## config.mk

```make
export PLATFORM = sky130hd
export DESIGN_NAME = line_ram
export DESIGN_NICKNAME = d
export VERILOG_FILES = /design/src/hdl/line_ram.sv
export SDC_FILE = /design/constraint.sdc
export NUM_CORES = 1
export LEC_CHECK = 0
export ABC_AREA = 0
export BUFFER_PORTS_ARGS = -buffer_cell sky130_fd_sc_hd__buf_2
export CAP_MARGIN = 5
export CORE_UTILIZATION = 50
export CTS_BUF_LIST = sky130_fd_sc_hd__clkbuf_8
export DETAILED_ROUTE_END_ITERATION = 7
export PLACE_DENSITY = 0.69
export SYNTH_ARGS = -nofsm -noshare
export SYNTH_HDL_FRONTEND = slang
export SYNTH_SLANG_ARGS = --single-unit
```

## constraint.sdc

```tcl
create_clock -name i_clock -period 3.7 [get_ports i_clock]
set_clock_uncertainty 0.2 [all_clocks]
set_input_delay 0.37 -clock i_clock [delete_from_list [all_inputs] [get_ports i_clock]]
set_output_delay 0.37 -clock i_clock [all_outputs]
set_load 0.05 [all_outputs]
```

## src/hdl/line_ram.sv

```systemverilog
module line_ram #(
	parameter type T = logic [31:0],
	parameter int DEPTH = 16
) (
	input logic i_clock,
	input logic i_write,
	input logic [$clog2(DEPTH)-1:0] i_index,
	input T i_wdata,
	output T o_rdata
);

	T mem [DEPTH];

	// Registered read, one cycle from index to data.
	// A write returns the new word, so the output always shows the
	// current contents of the line last addressed.
	always_ff @(posedge i_clock) begin
		if (i_write) begin
			mem[i_index] <= i_wdata;
			o_rdata <= i_wdata;
		end else begin
			o_rdata <= mem[i_index];
		end
	end

endmodule

```

==> metrics.cfg <==
[critical_path]
arrival_ns = 2.81
crit_required_ns = 3.13
worst-path-max-fanout = 20
cp-endpoint = o_rdata[17]
crit_path_start_kind = flop
crit_path_end_kind = output port
crit_type = reg -> out

[logic_synthesis]
synth_top_area_share_pct = 79.69
async_flop_share_pct = 0
synthFlopType = edfxtp_1
syn_avg_cell_area_um2 = 23.82
netlist_instances = 810
yosysSeqAreaShare_pct = 80.10
yosysMostFrequentCell = edfxtp_1
netlist_top_cells_area = edfxtp_1 (80%), mux4_2 (15%), a22oi_1 (2.5%)
synthesis.area_mm2 = 0.01929
syn_nets = 848
ys_ff_latch = 516
yosys_warnings = 0
yosys.cell_types.count = 18
yosysTopAreaCell = edfxtp_1
synth_edf_count = 512
synth_commonest_cells = edfxtp_1 (512), mux4_2 (128), a22oi_1 (64), nand2_1 (33), clkbuf_1 (17)

[die]
die_h_um = 198.4
initial_core_util_pct = 50.98
die_area_mm2 = 0.03938
num_rows = 71
die_x_um = 198.4
ios = 70
core_area_mm2 = 0.03784

[routing]
drt_iter0_drc = 619
drc_errors = 0
postRouteWirelength_um = 39560
dr_total_vias = 9049
wl_per_cell_um = 25.21
viasPerCell = 5.767
ant_nets = 0
drt_first_pass_iters = 4

[placed_design]
place_hpwl_um = 21270
io_buffers = 69
gp_congestion = 0.7082
place_area_mm2 = 0.02066

[timing]
max_freq_ghz = 0.2957
tightest_slew_ns = 0.7783
hold_violations = 0
final.setup.tns_ns = 0
slew_viol_final = 0
finalSetupViolCount = 0
rsz0062_at_grt = no
slew-limit-headroom_pct = 47.99
worst_hold_slack_ns = 0.2854
fin_crit_ns = 3.382
min_period_over_period_pct = 91.41

[cells_and_area]
nFillCells = 2750
largest_register_ffs = 512
drive_above_1_share_pct = 34.22
design_area_mm2 = 0.02257
diodes = 0
synthToLayoutAreaGrowth_pct = 16.99
final_nets = 1031
reg.largest.list = mem x512
top_register = mem

[global_route]
grt_max_degree = 41
grt_pass1_wl_um = 58690
antenna_found_initial = 0
grt_pass1_vias = 9534
grt-ovfl-total = 0
grt_usage_pct = 21.01

[min_path]
hold_class = in -> reg

[pwr]
p_per_area_mw_per_mm2 = 528.7
vdd_drop_max_mv = 0.2611
p_leak_uw = 0.007333

[cts]
cts_htree_levels = 3
cts_buffers = 82
cts_resized = 0
root_buffer = clkbuf_8
cts_tree = yes
cts.sinks = 516
clock_path_buffers = 3
cts_setup_buffers = 0
clkTransAtPathRegs_ns = 0.07

[flow_run]
drv_cap = 0

[outcome]
status = completed

-- layout make-up --
cell class	count	area [um^2]	share of cell area, %
clock inverter	66	412.9	1.829
sequential	516	15460	68.50
tap	511	639.4	2.833
multi-input combinational	251	3756	16.64
clock buffer	83	1142	5.061
timing repair buffer	142	1159	5.133
-- where the power goes --
group          total (uW)  internal (uW)  leakage [uW]  switching (uW)
clock network        4580           2400      0.000866            2180
logic                 763            285       0.00181             478
registers            6590           6550       0.00466            40.3
total               11900           9230       0.00733            2700
-- cells in the final DEF, fill, tap and decap left out, types with 2 or more instances in the layout --
cell type        n
edfxtp_1       512
mux4_2         128
clkbuf_8        83
buf_2           69
a22oi_1         64
dlygate4sd3_1   36
nand2_1         33
clkinv_1        26
buf_4           23
inv_1           18
buf_12          14
nor2_4          13
clkinv_2        11
bufinv_16        4
nor3_2           3
inv_6            3
nor2b_4          2
nand3b_1         2
nand2b_1         2
dfxtp_4          2
dfxtp_1          2
inv_8            2
-- per-layer routing --
layer  vias up  GRT usage (%)  wire, um
li1       3871              -         -
met1      4827          28.41     16540
met2       291          34.55     19990
met3        60          4.239      2232
met4         0          6.866       799
met5         -              0         0
-- worst min path at each step --
stage / to / slack [ns] / cells after the start / start
global route: flop / 0.27 / 2 / i_index[2]
finish: flop / 0.29 / 2 / i_index[3]
floorplan: flop / 0.20 / 0 / i_index[0]
global placement: flop / 0.35 / 1 / i_index[3]
detailed placement: flop / 0.35 / 1 / i_index[2]
CTS: flop / 0.25 / 2 / i_index[3]
-- through the flow --
step                      utilization (%)  instances  power, uW  worst slack [ns]
final                               59.64       1569      11930            0.3179
after detailed placement            54.58       1384       7454            0.9171
after floorplan                         -        810       7175            0.2507
after global placement              54.58       1384       7438            0.9034
after global routing                59.64       1569      12320            0.1336
after CTS                           59.64       1569      12030            0.2326
-- worst max-delay path, stage by stage, from the launching register on --
cell	delay, ns
dfxtp_4	0.62
buf_4	0.41
mux4_2	0.54
a22oi_1	0.23
nand2_1	0.15
buf_2	0.24
-- kinds of logic (layout without fill, tap and decap cells) --
| group | after synthesis | in the layout | share of synthesized area, % |
|---|---|---|---|
| AOI/OAI and AO/OA | 64 | 64 | 2.490 |
| muxes | 128 | 128 | 14.94 |
| DFF | 516 | 516 | 80.10 |
| and+or+nand+nor | 59 | 59 | 1.310 |
| buffers and inverters | 43 | 291 | 1.154 |
-- timing repair --
action | in CTS | in global routing
setup endpoints to repair | 0 | 0
hold buffers | 36 | 0
endpoints found under the hold margin | 516 | 0
Power figures use the tool's default switching activity.
