[src/hdl/dcache_pkg.sv]
package dcache_pkg;

	// Cache geometry, one word per line.
	localparam int CACHE_INDEX_BITS = 4;
	localparam int CACHE_LINES = 1 << CACHE_INDEX_BITS;

	// Main memory size in words and its wait states.
	localparam int MEM_ADDR_BITS = 8;
	localparam int MEM_LATENCY = 3;

	typedef struct packed {
		logic rw;
		logic flush;
		logic cacheable;
		logic [31:0] address;
		logic [31:0] wdata;
	} cpu_req_t;

	typedef struct packed {
		logic rw;
		logic [31:0] address;
		logic [31:0] wdata;
	} bus_req_t;

	// Tag holds the whole word address, so the index bits take part in the compare.
	typedef struct packed {
		logic valid;
		logic dirty;
		logic [29:0] tag;
		logic [31:0] data;
	} cache_entry_t;

	typedef enum logic [3:0] {
		IDLE,
		FLUSH_SETUP,
		FLUSH_CHECK,
		FLUSH_WRITE,
		PASS_THROUGH,
		WRITE_SETUP,
		WRITE_WAIT,
		READ_SETUP,
		READ_WB_WAIT,
		READ_BUS_WAIT,
		INITIALIZE
	} ctrl_state_t;

endpackage

[src/hdl/dcache_ctrl.sv]
module dcache_ctrl (
	input logic i_clock,
	input logic i_reset,

	// CPU side.
	input logic i_request,
	input dcache_pkg::cpu_req_t i_cpu_req,
	output logic o_ready,
	output logic [31:0] o_rdata,

	// Bus side.
	output logic o_bus_request,
	output dcache_pkg::bus_req_t o_bus_req,
	input logic i_bus_ready,
	input logic [31:0] i_bus_rdata,

	// Line RAM.
	output logic o_ram_write,
	output logic [dcache_pkg::CACHE_INDEX_BITS-1:0] o_ram_index,
	output dcache_pkg::cache_entry_t o_ram_wdata,
	input dcache_pkg::cache_entry_t i_ram_rdata
);

	import dcache_pkg::*;

	ctrl_state_t state;
	logic [CACHE_INDEX_BITS:0] line_count;
	logic [CACHE_INDEX_BITS-1:0] wr_index;

	logic [CACHE_INDEX_BITS-1:0] req_index;
	logic [29:0] req_tag;
	logic entry_hit;
	logic victim_dirty;
	cache_entry_t write_entry;
	bus_req_t victim_req;

	assign req_index = i_cpu_req.address[CACHE_INDEX_BITS+1:2];
	assign req_tag = i_cpu_req.address[31:2];
	assign entry_hit = i_ram_rdata.valid && (i_ram_rdata.tag == req_tag);
	assign victim_dirty = i_ram_rdata.valid && i_ram_rdata.dirty && !entry_hit;
	assign write_entry = '{valid: 1'b1, dirty: 1'b1, tag: req_tag, data: i_cpu_req.wdata};
	assign victim_req = '{rw: 1'b1, address: {i_ram_rdata.tag, 2'b00}, wdata: i_ram_rdata.data};

	// A pending write owns the RAM port, flush walks by counter,
	// otherwise the request address selects the line.
	always_comb begin
		if (o_ram_write)
			o_ram_index = wr_index;
		else if (state inside {FLUSH_SETUP, FLUSH_CHECK, FLUSH_WRITE})
			o_ram_index = line_count[CACHE_INDEX_BITS-1:0];
		else
			o_ram_index = req_index;
	end

	always_ff @(posedge i_clock) begin
		if (i_reset) begin
			state <= INITIALIZE;
			line_count <= '0;
			o_ready <= 1'b0;
			o_bus_request <= 1'b0;
			o_ram_write <= 1'b0;
		end else begin
			o_ready <= 1'b0;
			o_ram_write <= 1'b0;

			case (state)
				IDLE: begin
					if (i_request && !o_ready) begin
						if (i_cpu_req.flush) begin
							line_count <= '0;
							state <= FLUSH_SETUP;
						end else if (i_cpu_req.cacheable) begin
							// The entry read last cycle may already be ours.
							if (entry_hit) begin
								if (i_cpu_req.rw) begin
									o_ram_write <= 1'b1;
									wr_index <= req_index;
									o_ram_wdata <= write_entry;
								end else begin
									o_rdata <= i_ram_rdata.data;
								end
								o_ready <= 1'b1;
							end else if (i_cpu_req.rw) begin
								state <= WRITE_SETUP;
							end else begin
								state <= READ_SETUP;
							end
						end else begin
							o_bus_req <= '{rw: i_cpu_req.rw, address: i_cpu_req.address,
								wdata: i_cpu_req.wdata};
							o_bus_request <= 1'b1;
							state <= PASS_THROUGH;
						end
					end
				end

				// ======================================================================
				// Flush
				// ======================================================================

				FLUSH_SETUP: begin
					// Hold off while the previous clean entry is written.
					if (!o_ram_write) begin
						if (line_count < CACHE_LINES) begin
							state <= FLUSH_CHECK;
						end else begin
							line_count <= '0;
							o_ready <= 1'b1;
							state <= IDLE;
						end
					end
				end

				FLUSH_CHECK: begin
					if (i_ram_rdata.valid && i_ram_rdata.dirty) begin
						o_bus_req <= victim_req;
						o_bus_request <= 1'b1;
						state <= FLUSH_WRITE;
					end else begin
						line_count <= line_count + 1'b1;
						state <= FLUSH_SETUP;
					end
				end

				FLUSH_WRITE: begin
					if (i_bus_ready) begin
						o_bus_request <= 1'b0;
						o_ram_write <= 1'b1;
						wr_index <= line_count[CACHE_INDEX_BITS-1:0];
						o_ram_wdata <= '{valid: 1'b1, dirty: 1'b0, tag: o_bus_req.address[31:2],
							data: o_bus_req.wdata};
						line_count <= line_count + 1'b1;
						state <= FLUSH_SETUP;
					end
				end

				// Uncacheable access goes straight to the bus.
				PASS_THROUGH: begin
					if (i_bus_ready) begin
						o_bus_request <= 1'b0;
						o_rdata <= i_bus_rdata;
						o_ready <= 1'b1;
						state <= IDLE;
					end
				end

				// ======================================================================
				// Write
				// ======================================================================

				WRITE_SETUP: begin
					if (victim_dirty) begin
						o_bus_req <= victim_req;
						o_bus_request <= 1'b1;
						state <= WRITE_WAIT;
					end else begin
						o_ram_write <= 1'b1;
						wr_index <= req_index;
						o_ram_wdata <= write_entry;
						o_ready <= 1'b1;
						state <= IDLE;
					end
				end

				// Once the victim is in memory the line takes the new word.
				WRITE_WAIT: begin
					if (i_bus_ready) begin
						o_bus_request <= 1'b0;
						o_ram_write <= 1'b1;
						wr_index <= req_index;
						o_ram_wdata <= write_entry;
						o_ready <= 1'b1;
						state <= IDLE;
					end
				end

				// ======================================================================
				// Read
				// ======================================================================

				READ_SETUP: begin
					if (entry_hit) begin
						o_rdata <= i_ram_rdata.data;
						o_ready <= 1'b1;
						state <= IDLE;
					end else if (victim_dirty) begin
						o_bus_req <= victim_req;
						o_bus_request <= 1'b1;
						state <= READ_WB_WAIT;
					end else begin
						o_bus_req <= '{rw: 1'b0, address: i_cpu_req.address, wdata: '0};
						o_bus_request <= 1'b1;
						state <= READ_BUS_WAIT;
					end
				end

				READ_WB_WAIT: begin
					if (i_bus_ready) begin
						o_bus_request <= 1'b0;
						o_bus_req <= '{rw: 1'b0, address: i_cpu_req.address, wdata: '0};
						state <= READ_BUS_WAIT;
					end
				end

				// Request is raised again after the write-back gap.
				READ_BUS_WAIT: begin
					if (i_bus_ready) begin
						o_bus_request <= 1'b0;
						o_ram_write <= 1'b1;
						wr_index <= req_index;
						o_ram_wdata <= '{valid: 1'b1, dirty: 1'b0, tag: req_tag,
							data: i_bus_rdata};
						o_rdata <= i_bus_rdata;
						o_ready <= 1'b1;
						state <= IDLE;
					end else begin
						o_bus_request <= 1'b1;
					end
				end

				// Invalidate every line.
				INITIALIZE: begin
					if (!line_count[CACHE_INDEX_BITS]) begin
						o_ram_write <= 1'b1;
						wr_index <= line_count[CACHE_INDEX_BITS-1:0];
						o_ram_wdata <= '0;
						line_count <= line_count + 1'b1;
					end else begin
						line_count <= '0;
						state <= IDLE;
					end
				end

				default: begin
					state <= IDLE;
				end
			endcase
		end
	end

	// Bus request is held until the slave answers.
	a_bus_hold: assert property (@(posedge i_clock) disable iff (i_reset)
		o_bus_request && !i_bus_ready |=> o_bus_request);

	a_ready_req: assert property (@(posedge i_clock) disable iff (i_reset)
		$rose(o_ready) |-> i_request);

	// A line write comes with a completion, a flush step or initialization.
	a_ram_write: assert property (@(posedge i_clock) disable iff (i_reset)
		o_ram_write |-> o_ready || (state inside {FLUSH_SETUP, INITIALIZE}));

endmodule

[config.mk]
export PLATFORM = sky130hd
export DESIGN_NAME = dcache_ctrl
export DESIGN_NICKNAME = d
export VERILOG_FILES = /design/src/hdl/dcache_pkg.sv /design/src/hdl/dcache_ctrl.sv
export SDC_FILE = /design/constraint.sdc
export NUM_CORES = 1
export LEC_CHECK = 0
export BUFFER_PORTS_ARGS = -buffer_cell sky130_fd_sc_hd__buf_4
export CELL_PAD_IN_SITES_DETAIL_PLACEMENT = 0
export CELL_PAD_IN_SITES_GLOBAL_PLACEMENT = 1
export CORE_MARGIN = 10
export CORE_UTILIZATION = 39
export CTS_BUF_LIST = sky130_fd_sc_hd__clkbuf_4 sky130_fd_sc_hd__clkbuf_8
export CTS_CLUSTER_SIZE = 25
export DETAILED_ROUTE_END_ITERATION = 12
export HOLD_SLACK_MARGIN = 0.06
export PLACE_DENSITY = 0.91
export SETUP_SLACK_MARGIN = 0.02
export SLEW_MARGIN = 15
export SYNTH_ARGS = -nofsm -noshare
export SYNTH_HDL_FRONTEND = slang
export SYNTH_SLANG_ARGS = --single-unit
export TNS_END_PERCENT = 50
[constraint.sdc]
create_clock -name i_clock -period 8.8 [get_ports i_clock]
set_clock_uncertainty 0.1 [all_clocks]
set_input_delay 0.88 -clock i_clock [delete_from_list [all_inputs] [get_ports i_clock]]
set_output_delay 0.88 -clock i_clock [all_outputs]
set_load 0.05 [all_outputs]
==> results of run 1 <==
-- state kept, by name (all words and copies together), names as in the netlist --
name and flops:
o_bus_req 65, o_rdata 32, wr_index 4, state 4, o_ram_wdata 64, o_ram_write 1
o_ready 1, line_count 5, o_bus_request 1
-- layer usage --
layer | global-route usage [%] | vias up | wire [um]
li1 | - | 3115 | -
met1 | 24.5 | 3531 | 11400
met2 | 36.5 | 429 | 16400
met3 | 5.29 | 54 | 2650
met4 | 7.61 | 0 | 985
met5 | 0 | - | 0
-- worst max-delay path by stage --
stage	startpoint	end	slack, ns	cells after the start
6_report	state[1]	o_ram_index[0]	5.04	5
5_1_grt	state[1]	o_ram_index[0]	4.73	5
4_1_cts	state[1]	o_ram_index[0]	5.01	5
3_5_place_dp	i_cpu_req[45]	o_bus_req[43]	4.96	9
3_3_place_gp	i_cpu_req[45]	o_bus_req[43]	4.97	9
2_1_floorplan	i_cpu_req[41]	o_ram_wdata[0]	1.68	7
-- critical path, stage by stage, from the launching register on --
cell	delay (ns)
dfxtp_1	0.97
nor2_1	0.25
nor2_1	0.48
mux2i_1	0.14
o21ai_0	0.24
buf_4	0.25
-- cell usage in the layout (no fill, tap or decap), drive strengths merged, types with 4 or more instances in the layout --
cell type	n
a22oi	6
a21oi	15
nor3	11
o21ai	13
inv	46
nand2	25
nor4	7
edfxtp	165
a22o	62
nand3	11
dfxtp	12
xor2	24
nor2	20
clkinv	6
a222oi	32
nand4	4
nand2b	4
nor2b	7
clkbuf	18
mux2i	7
buf	347
mux2	67
xnor2	8
and3	4
-- area by class of cell --
type	count	area (um2)	share of cell area, %
timing repair buffer	347	2610	22.2
sequential	177	5190	44.3
multi-input combinational	363	3040	25.9
clock buffer	18	241	2.06
clock inverter	14	154	1.31
inverter	41	154	1.31
tap	275	344	2.93
-- where the power goes --
part	internal (mW)	total [mW]	switching, mW
clock network	0.238	0.575	0.336
registers	1.28	1.41	0.121
logic	0.659	2.12	1.47
total	2.18	4.11	1.92
-- cells by family (layout without fill, tap and decap cells) --
| group | count (synthesis) | in the layout |
|---|---|---|
| buffers and inverters | 83 | 420 |
| adders and majority gates | 2 | 2 |
| xor gates and xnor gates | 32 | 32 |
| muxes | 74 | 74 |
| AOI/OAI and AO/OA | 158 | 158 |
| and+or+nand+nor | 97 | 97 |
| DFF | 177 | 177 |
-- stage by stage --
step           util [%]  hold WS (ns)  instances  area, um2  power (mW)
6_report           55.3         0.373       1235      11700        4.11
4_1_cts            55.3         0.375       1235      11700        4.12
2_1_floorplan         -         0.373        623       8510        2.85
5_1_grt            55.3         0.401       1235      11700        4.27
3_5_place_dp       53.4         0.358       1203      11300        3.55
3_3_place_gp       53.4         0.351       1203      11300        3.53
==> flow_metrics.tcl, run 1 <==
set metrics [dict create \
    wl_um 31400 \
    syn2layout_area_growth_pct 37.8 \
    synth_edf_count 165 \
    numCtsBuffers 17 \
    status "complete, no violations" \
    via_count 7129 \
    synth_top_family_by_area "compound AO/OA/AOI/OAI gates" \
    clock_path_buffers 2 \
    vias_per_cell 5.77 \
    synthDistinctLibCells 54 \
    hold_buffers 0 \
    die_h_um 168 \
    ys.flop_type "edfxtp_1" \
    nNetsFinal 1116 \
    setup_ws_ns 5.04 \
    post-place-ws_ns 4.96 \
    synth_top_area_share_pct 58.2 \
    clkSinkCount 177 \
    yosys_register_bits 177 \
    place.port_buffers 334 \
    final.setup.tns_ns 0 \
    drv_slew 0 \
    start_util_pct 40.1 \
    path_clk_slew_ns 0.10 \
    clock_latency_ns 0.46 \
    cts_root_buffer "clkbuf_8" \
    synthTopCellsByArea "edfxtp_1 58%, mux2_2 6.9%, a22o_1 6.4%, a222oi_1 3.8%, dfxtp_1 2.8%" \
    worstSetupPathType "flip-flop to output port" \
    track_usage_pct 21.0 \
    hp-start "o_bus_request" \
    synth_most_common_cell "edfxtp_1" \
    cts_tree "yes" \
    synth_largest_area_cell "edfxtp_1" \
    ant_nets 0 \
    setup_viol 0 \
    core_area_um2 21200 \
    ios 335 \
    yosys.area_share.adder_pct 0.294 \
    die_w_um 168 \
    htree_levels 4 \
    leakagePower_nw 4.94 \
    worstSetupStartpointType "flip-flop" \
    rr_worst_depth 7 \
    crit_path_end_kind "output port" \
    worst_ep_arrival_time_ns 2.78 \
    drc 0 \
    firstDrtPassIters 7 \
    worstHoldEndpoint "o_bus_request" \
    wire_per_inst_um 25.5 \
    cp_data_required_time_ns 7.82 \
    syn_area_per_cell_um2 13.7 \
    gp_congestion 0.891 \
    drive_gt1_share_pct 48.5 \
    fin_crit_sh_pct 42.7 \
    async_flop_share_pct 0 \
    grt_max_degree 66 \
    synth-seq-area-share_pct 61.0 \
    synth.area.mux_share_pct 10.3 \
    cp_max_fo 26 \
    syn_area_um2 8510 \
    synth_nets 792 \
    diodes 0 \
    min_path_type "flip-flop to flip-flop" \
    cts_resized 0 \
    ir_drop_v 0.000130 \
    slew_headroom_pct 34.4 \
    rows 53 \
    drv_cap 0 \
    synth_top_cells_by_count "165 x edfxtp_1, 62 x a22o_1, 52 x mux2_2" \
    period_minus_slack_ns 3.76 \
    worst_r2r_endpoint "o_ram_wdata[45]" \
    worst_pin_slew_ns 0.983 \
    max_freq_mhz 266 \
    reg2reg_from "state[1]" \
    syn_inst 623 \
    overflow 0 \
    synth_simple_gate_area_share_pct 5.60 \
    rsz0062_at_grt "no" \
    drt-initial-drc-count 1088 \
    postCtsSetupRepairBufs 0 \
    antenna_found_initial 0 \
    finalHoldViolations 0 \
    first_global_vias 6877 \
    die_area_um2 28100 \
    synth_compound_gate_area_share_pct 15.3 \
    yosys_warnings 0 \
    whs_path_depth 2 \
    synth_xor_area_share_pct 3.29 \
    p_per_area_nw_per_um2 350 \
    fillers 1816 \
    grt_pass1_wl_um 45200 \
    dp.final_hpwl_um 23000 \
    r2r_slack_ns 5.09 \
]
Note: power is estimated with default switching activity, not from simulation.
==> run 2: changes to the inputs <==
--- a/config.mk
+++ b/config.mk
@@ -9,12 +9,12 @@
 export CELL_PAD_IN_SITES_DETAIL_PLACEMENT = 0
 export CELL_PAD_IN_SITES_GLOBAL_PLACEMENT = 1
 export CORE_MARGIN = 10
-export CORE_UTILIZATION = 39
+export CORE_UTILIZATION = 36
 export CTS_BUF_LIST = sky130_fd_sc_hd__clkbuf_4 sky130_fd_sc_hd__clkbuf_8
 export CTS_CLUSTER_SIZE = 25
 export DETAILED_ROUTE_END_ITERATION = 12
 export HOLD_SLACK_MARGIN = 0.06
-export PLACE_DENSITY = 0.91
+export PLACE_DENSITY = 0.88
 export SETUP_SLACK_MARGIN = 0.02
 export SLEW_MARGIN = 15
 export SYNTH_ARGS = -nofsm -noshare
==> constraint.sdc (replaced) <==
create_clock -name i_clock -period 3.4 [get_ports i_clock]
set_clock_uncertainty 0.1 [all_clocks]
set_input_delay 0.34 -clock i_clock [delete_from_list [all_inputs] [get_ports i_clock]]
set_output_delay 0.34 -clock i_clock [all_outputs]
set_load 0.05 [all_outputs]
==> flow_metrics.tcl, run 2 (synthesis results as in run 1) <==
set metrics [dict create \
    grt_max_degree 65 \
    rsz0062_at_grt "no" \
    drv_slew 0 \
    post-place-ws_ns 0.373 \
    gp_congestion 0.929 \
    power_mw 11.0 \
    rows 56 \
    slew_headroom_pct 46.8 \
    clock_path_buffers 2 \
    ios 335 \
    first_global_vias 7771 \
    setup_ws_ns 0.120 \
    track_usage_pct 20.6 \
    worst_pin_slew_ns 0.797 \
    r2r_slack_ns 0.28 \
    nNetsFinal 1236 \
    core_area_um2 23400 \
    rr_worst_depth 8 \
    critPathMaxStageDelay_ns 0.57 \
    regMostFlops "o_bus_req" \
    fin_util_pct 55.8 \
    worst_r2r_endpoint "o_ram_wdata[23]" \
    ir_drop_v 0.000439 \
    syn2layout_area_growth_pct 53.5 \
    grt_pass1_wl_um 48400 \
    setup_viol 0 \
    worstSetupPathType "input port to flip-flop" \
    max_freq_mhz 305 \
    htree_levels 4 \
    numCtsBuffers 17 \
    cp.depth 11 \
    worstSetupStartpointType "input port" \
    drt-initial-drc-count 1056 \
    wire_per_inst_um 23.6 \
    critPathSlowestCell "dlygate4sd3_1" \
    min_path_type "input port to flip-flop" \
    final.setup.tns_ns 0 \
    dp.final_hpwl_um 23000 \
    worst_ep_arrival_time_ns 3.40 \
    finalHoldViolations 0 \
    crit_path_start "i_ram_rdata[40]" \
    hp-start "i_bus_rdata[15]" \
    p_per_area_nw_per_um2 844 \
    ant_nets 0 \
    overflow 0 \
    placed_area_um2 11500 \
    clock_latency_ns 0.46 \
    cts_root_buffer "clkbuf_8" \
    vias_per_cell 5.48 \
    fin_crit_sh_pct 96.5 \
    cts_tree "yes" \
    period_minus_slack_ns 3.28 \
    cp_max_fo 30 \
    endpoint "o_bus_req[26]" \
    firstDrtPassIters 8 \
    path_clk_slew_ns 0.11 \
    die_h_um 174 \
    cp_data_required_time_ns 3.52 \
    mostFrequentLayoutCell "buf_4" \
    clkSinkCount 177 \
    cp.buffers_inverters 5 \
    leakagePower_nw 5.49 \
    die_area_um2 30200 \
    final_cell_mix "351 x buf_4, 165 x edfxtp_1, 111 x dlygate4sd3_1" \
    crit_path_end_kind "flip-flop" \
    drive_gt1_share_pct 44.2 \
    die_w_um 174 \
    largest_reg_flops 65 \
    drc 0 \
    wl_um 33000 \
    largestRegisters "o_bus_req x65, o_ram_wdata x64, o_rdata x32" \
    start_util_pct 36.4 \
    path_cells "dlygate4sd3_1 > buf_4 > xor2_1 > nor4_1 > nand4_1 > nor4_4 > buf_12 > o32ai_4 > buf_4 > a22o_1 > dlygate4sd3_1" \
    antenna_found_initial 1 \
    reg2reg_from "state[1]" \
    fin_area_um2 13100 \
    postCtsSetupRepairBufs 0 \
    via_count 7673 \
    drv_cap 0 \
    place.port_buffers 334 \
    crit_family "buffers and inverters" \
    status "complete, no violations" \
]
## run 2: changes by cell type in the layout (fill, tap and decap cells not counted), sizes merged, moves of 2 or more
cell         before  now
buf             347  356
clkinvlp          2    0
dlygate4sd3       0  111
inv              46   49
## run 2: power by group
part	leakage (nW)	total (mW)	internal, mW	switching [mW]
logic	3.64	5.92	2.04	3.88
registers	1.64	3.65	3.32	0.326
clock network	0.202	1.46	0.555	0.907
## run 2: tightest hold or removal path, delay by kind of cell
kind | cells | cell delay [ns]
compound gates | 1 | 0.08
buf+inv | 2 | 0.14
## run 2: per-stage QoR
step | hold WS [ns] | instances
floorplan | 0.364 | 623
global placement | 0.357 | 1256
detailed placement | 0.371 | 1256
CTS | 0.0601 | 1398
global route | 0.0629 | 1400
finish | 0.0908 | 1400
## run 2: worst min path at each step
stage | to | slack, ns | cells past startpoint
after floorplan | state[3] | 0.36 | 2
after global placement | o_bus_request | 0.36 | 2
after detailed placement | o_bus_request | 0.37 | 2
after CTS | o_ram_wdata[17] | 0.06 | 3
after global routing | o_bus_req[43] | 0.06 | 2
final | o_ram_wdata[15] | 0.09 | 3
## run 2: timing repair
| item | 4_1_cts | 5_1_grt |
|---|---|---|
| setup endpoints to repair | 0 | 11 |
| resized for setup | 0 | 3 |
| hold buffers | 110 | 1 |
| hold endpoints to repair | 97 | 1 |
## run 2: cell type report
type / instances / area, um2
well taps: 319 / 399
inverters: 41 / 154
clock inverters: 15 / 160
diodes: 1 / 2.50
multi-input cells: 363 / 3080
repair buffers: 467 / 3840
fillers: 1946 / 10300
clock buffers: 17 / 234
flip-flops and latches: 177 / 5200
## run 2: layer usage
metal | share of wire (%) | global-route usage [%] | vias up
met4 | 4.8 | 10.5 | 0
met1 | 36 | 23.2 | 3760
li1 | - | - | 3361
met3 | 7.5 | 4.57 | 91
met2 | 51 | 35.9 | 461
met5 | 0 | 0 | -
